$ cat src/cache_params.svh
/* data cache geometry and memory timing
   shared by the cache, the memory controller and the word memory */
`ifndef CACHE_PARAMS_SVH
`define CACHE_PARAMS_SVH

// associativity
`define DC_WAYS 2

// sets in the cache
`define DC_SETS 8

// words in one block
`define DC_BLK_WORDS 2

// 32 - 3 index bits - 1 block offset bit - 2 byte offset bits
`define DC_TAG_W 26

// main memory depth in words
`define MEM_WORDS 4096

// dwait cycles per memory access
`define MEM_LAT 2

// the hit count lands here once the flush is done
`define HIT_CNT_ADDR 32'h00003100

`endif

$ cat src/cache_pkg.sv
/* data cache shared types
   word, address fields and the controller states */
`include "cache_params.svh"

package cache_pkg;

    // one data word, also the address width
    typedef logic [31:0] word_t;

    // address as the cache sees it
    typedef struct packed {
        logic [`DC_TAG_W-1:0]             tag;
        logic [$clog2(`DC_SETS)-1:0]      idx;
        logic [$clog2(`DC_BLK_WORDS)-1:0] blkoff;
        logic [1:0]                       bytoff;  // always zero, word access only
    } dcache_addr_t;

    // controller states
    typedef enum logic [3:0] {
        IDLE,    // hits, miss detection, halt
        WB1,     // victim word 0 back to memory
        WB2,     // victim word 1 back to memory
        RD1,     // refill word 0
        RD2,     // refill word 1
        FLCHK,   // flush scan, look at one frame
        FL1,     // flush word 0
        FL2,     // flush word 1
        CNTW,    // hit count out to memory
        HALTED   // flushed, stays here
    } dcache_state_t;

endpackage

$ cat src/mem_ctrl.sv
/* memory controller between the data cache and word memory
   outside snoops take priority and stall the cache for one cycle */
module mem_ctrl (
    input  logic             CLK,
    input  logic             nRST,
    // cache side
    input  logic             dREN,
    input  logic             dWEN,
    input  logic             ccwrite,
    input  cache_pkg::word_t daddr,
    input  cache_pkg::word_t dstore,
    output logic             dwait,
    output logic             ccwait,
    output logic             ccinv,
    output cache_pkg::word_t dload,
    output cache_pkg::word_t ccsnoopaddr,
    // outside snoop port
    input  logic             snoop_req,
    input  logic             snoop_inv,
    input  cache_pkg::word_t snoop_addr,
    output logic             snoop_hit,
    output cache_pkg::word_t snoop_data,
    // word memory side
    input  logic             done,
    input  cache_pkg::word_t rdata,
    output logic             req,
    output logic             wen,
    output cache_pkg::word_t addr,
    output cache_pkg::word_t wdata
);

    // a snoop pulls req, so the memory access restarts after it
    assign req   = (dREN || dWEN) && !ccwait;
    assign wen   = dWEN;
    assign addr  = daddr;
    assign wdata = dstore;
    assign dload = rdata;
    assign dwait = !done || ccwait;

    always_ff @(posedge CLK, negedge nRST) begin
        if (!nRST) begin
            ccwait    <= 1'b0;
            ccinv     <= 1'b0;
            snoop_hit <= 1'b0;
        end else begin
            ccwait <= snoop_req && !ccwait;  // one stall cycle per snoop
            if (snoop_req)
                ccinv <= snoop_inv;
            if (ccwait)
                snoop_hit <= ccwrite;        // held until the next snoop
        end
    end

    // snoop address and answer payload
    always_ff @(posedge CLK) begin
        if (snoop_req)
            ccsnoopaddr <= snoop_addr;
        if (ccwait)
            snoop_data <= ccwrite ? dstore : '0;
    end

    a_no_xfer_in_snoop: assert property (@(posedge CLK) disable iff (!nRST) ccwait |-> !done)
        else $error("memory transfer completed during a snoop stall");

endmodule

$ cat config.mk
export PLATFORM = sky130hd
export DESIGN_NAME = mem_ctrl
export DESIGN_NICKNAME = d
export VERILOG_FILES = /design/src/cache_pkg.sv /design/src/mem_ctrl.sv
export VERILOG_INCLUDE_DIRS = /design/src
export SDC_FILE = /design/constraint.sdc
export NUM_CORES = 1
export LEC_CHECK = 0
export BUFFER_PORTS_ARGS = -buffer_cell sky130_fd_sc_hd__buf_2
export CAP_MARGIN = 0
export CORE_AREA = 4 4 115 117
export CTS_CLUSTER_DIAMETER = 120
export CTS_CLUSTER_SIZE = 24
export DETAILED_ROUTE_END_ITERATION = 8
export DIE_AREA = 0 0 119 121
export MAX_ROUTING_LAYER = met4
export RECOVER_POWER = 50
export SLEW_MARGIN = 20
export SYNTH_ARGS = -nofsm -noshare
export SYNTH_HDL_FRONTEND = slang
export SYNTH_SLANG_ARGS = --single-unit
$ cat constraint.sdc
create_clock -name CLK -period 1.4 [get_ports CLK]
set_input_delay 0.28 -clock CLK [delete_from_list [all_inputs] [get_ports CLK]]
set_output_delay 0.28 -clock CLK [all_outputs]
set_load 0.01 [all_outputs]
==> results.json <==
{
  "skew_ns": 0.00387,
  "worstPathRequired_ns": 1.12,
  "synth_nets": 340,
  "critPathTopFamily": "flip-flops",
  "synth-edff-count": 64,
  "status": "finished clean",
  "ys_seq_elements": 67,
  "slowest_stage": "dfrtp_2",
  "clk_latency_ns": 0.32,
  "synth_compound_area_share_pct": 0.331,
  "antenna_found_initial": 0,
  "cap_violations": 0,
  "seq_area_frac_synth_pct": 66.0,
  "rsz0062_at_grt": "yes",
  "die_area_um2": 14400,
  "synth_most_common_cell": "buf_4",
  "period_minus_slack_ns": 1.38,
  "area_growth_pct": 25.2,
  "track_usage_pct": 10.3,
  "antenna_cells": 0,
  "leakagePower_nw": 1.68,
  "grt_first_pass_wirelength_um": 10300,
  "dp.cells": 453,
  "syn_area_per_cell_um2": 14.8,
  "vias_per_cell": 3.62,
  "post_drt_wl_per_cell_um": 16.1,
  "synth_top_area_share_pct": 63.5,
  "drive_gt1_share_pct": 74.9,
  "worstSetupPathType": "reg -> out",
  "start_kind": "flip-flop",
  "cts.sinks": 67,
  "multiInputGateArea_um2": 292,
  "rows": 41,
  "die_h_um": 121,
  "wl_um": 7730,
  "fin_util_pct": 30.6,
  "synthFlopType": "edfxtp_1",
  "path_buf_inv": 1,
  "start_util_pct": 24.5,
  "drt-pass1-iter-count": 4,
  "r2r-end": "snoop_hit",
  "nNetsFinal": 438,
  "regToRegSetupSlack_ns": 0.27,
  "holdPathStages": 1,
  "core_um2": 12400,
  "hold_class": "in -> reg",
  "cts-root-buf": "clkbuf_16",
  "postRouteAntennaNets": 0,
  "async_reset_ff_share_pct": 4.48,
  "cp-end-kind": "primary output",
  "cts_buffers": 9,
  "synth-simple-area-share_pct": 8.35,
  "slew_headroom_pct": 42.2,
  "nFillCells": 1249,
  "r2r_cells": 3,
  "yosysTopAreaCell": "edfxtp_1",
  "clockBufferDepth": 2,
  "startpoint": "ccwait",
  "crit_path_cell_trace": "o21ba_4, buf_6",
  "cellPowerDensity_nw_per_um2": 1290,
  "r2r_start": "ccwait",
  "cp_max_fo": 5,
  "seqCellArea_um2": 2000,
  "period_share_pct": 98.5,
  "pre_cts_slack_ns": 0.288,
  "netlist_top_cells_count": "97 x buf_4, 64 x edfxtp_1, 32 x and2_2, 3 x clkbuf_2, 3 x dfrtp_1",
  "place.gp.congestion": 0.719,
  "max_stage_delay_ns": 0.45,
  "synthCells": 204,
  "pin_count": 302,
  "drc_errors": 0,
  "synthMuxAreaShare_pct": 0.744,
  "synth_top_family_by_area": "buffers and inverters",
  "drv_slew": 0,
  "setup_slack_ns": 0.0204,
  "vias": 1733,
  "syn-cell-area_um2": 3030,
  "htreeDepth": 3,
  "arrival_ns": 1.10,
  "instances_no_fill": 479,
  "ys_warn_count": 0,
  "fmax_mhz": 725,
  "die_w_um": 119,
  "grt_pass1_vias": 1730,
  "hold_violations": 0,
  "synth-adder-area-share_pct": 0,
  "cts_tree": "yes",
  "holdPathEnd": "ccsnoopaddr[6]",
  "synth_xor_area_share_pct": 0,
  "grt-ovfl-total": 0,
  "vdd_drop_max_uv": 480,
  "synth_cell_types": 9,
  "ys_top_cells_by_area": "edfxtp_1 64%, buf_4 24%, and2_2 7.9%",
  "first_iter_violations": 101,
  "tightest_slew_ns": 0.868,
  "setup_viol": 0,
  "grt_max_degree": 34,
  "io_buffers": 173,
  "dp_hpwl_um": 6290,
  "hp-start": "snoop_addr[6]",
  "cts.clk_slew.worst_paths_ns": 0.05
}
flip-flops by register name (all words and copies together), names as in the netlist:
signal and count:
ccinv 1, snoop_data 32, snoop_hit 1, ccsnoopaddr 32, ccwait 1
what timing repair did:
item | 4_1_cts | 5_1_grt
hold buffers | 1 | 0
hold endpoints to repair | 3 | 0
endpoints found under the setup margin | 2 | 3
cloned | 1 | 0
gates resized for setup | 2 | 0
setup buffers | 1 | 7
cell families (layout without fill, tap and decap cells):
logic type             Yosys count  in the layout
and+or+nand+nor                 34             34
muxes                            2              2
AOI/OAI and AO/OA                1              1
DFF                             67             67
buffers and inverters          100            203
metrics by stage:
step	setup TNS [ns]	hold slack, ns	total power, W	area [µm²]
after floorplan	0	-0.0156	0.00288	3030
after global placement	0	0.105	0.00298	3420
after detailed placement	0	0.100	0.00298	3420
after CTS	-0.00293	0.117	0.00499	3740
after global routing	-0.0285	0.114	0.00513	3790
final	0	0.135	0.00490	3790
cell usage in the layout (no fill, tap or decap), types with 6 or more instances in the layout:
cell and n:
and2_2 32, buf_2 167, buf_4 9, clkbuf_1 6, clkbuf_16 9, edfxtp_1 64
routing by layer:
layer / part of all wire, % / vias up / global-route usage (%)
li1: - / 785 / -
met1: 30 / 779 / 8.56
met2: 51 / 139 / 17.3
met3: 14 / 30 / 5.87
met4: 4.2 / 0 / 6.66
met5: 0 / - / -
report_power, final:
part / total, W / switching (W) / internal [W] / leakage, nW
combinational: 0.000576 / 0.000287 / 0.000289 / 0.892
clock: 0.00193 / 0.000755 / 0.00118 / 0.123
sequential: 0.00240 / 0.0000374 / 0.00236 / 0.661
total: 0.00490 / 0.00108 / 0.00383 / 1.68
area by class of cell:
type	count	area share [%]
flip-flops and latches	67	52.8
repair buffers	187	27.0
multi-input cells	37	7.70
clock buffers	10	6.05
well taps	172	5.68
clock inverters	6	0.859
how the worst max path moves through the flow:
stage                          end  depth (start not counted)
CTS                            req                          2
floorplan                      req                          1
detailed placement  snoop_data[20]                          2
global placement             ccinv                          2
finish                         req                          2
global route                   req                          2
Note: power is estimated with default switching activity, not from simulation.
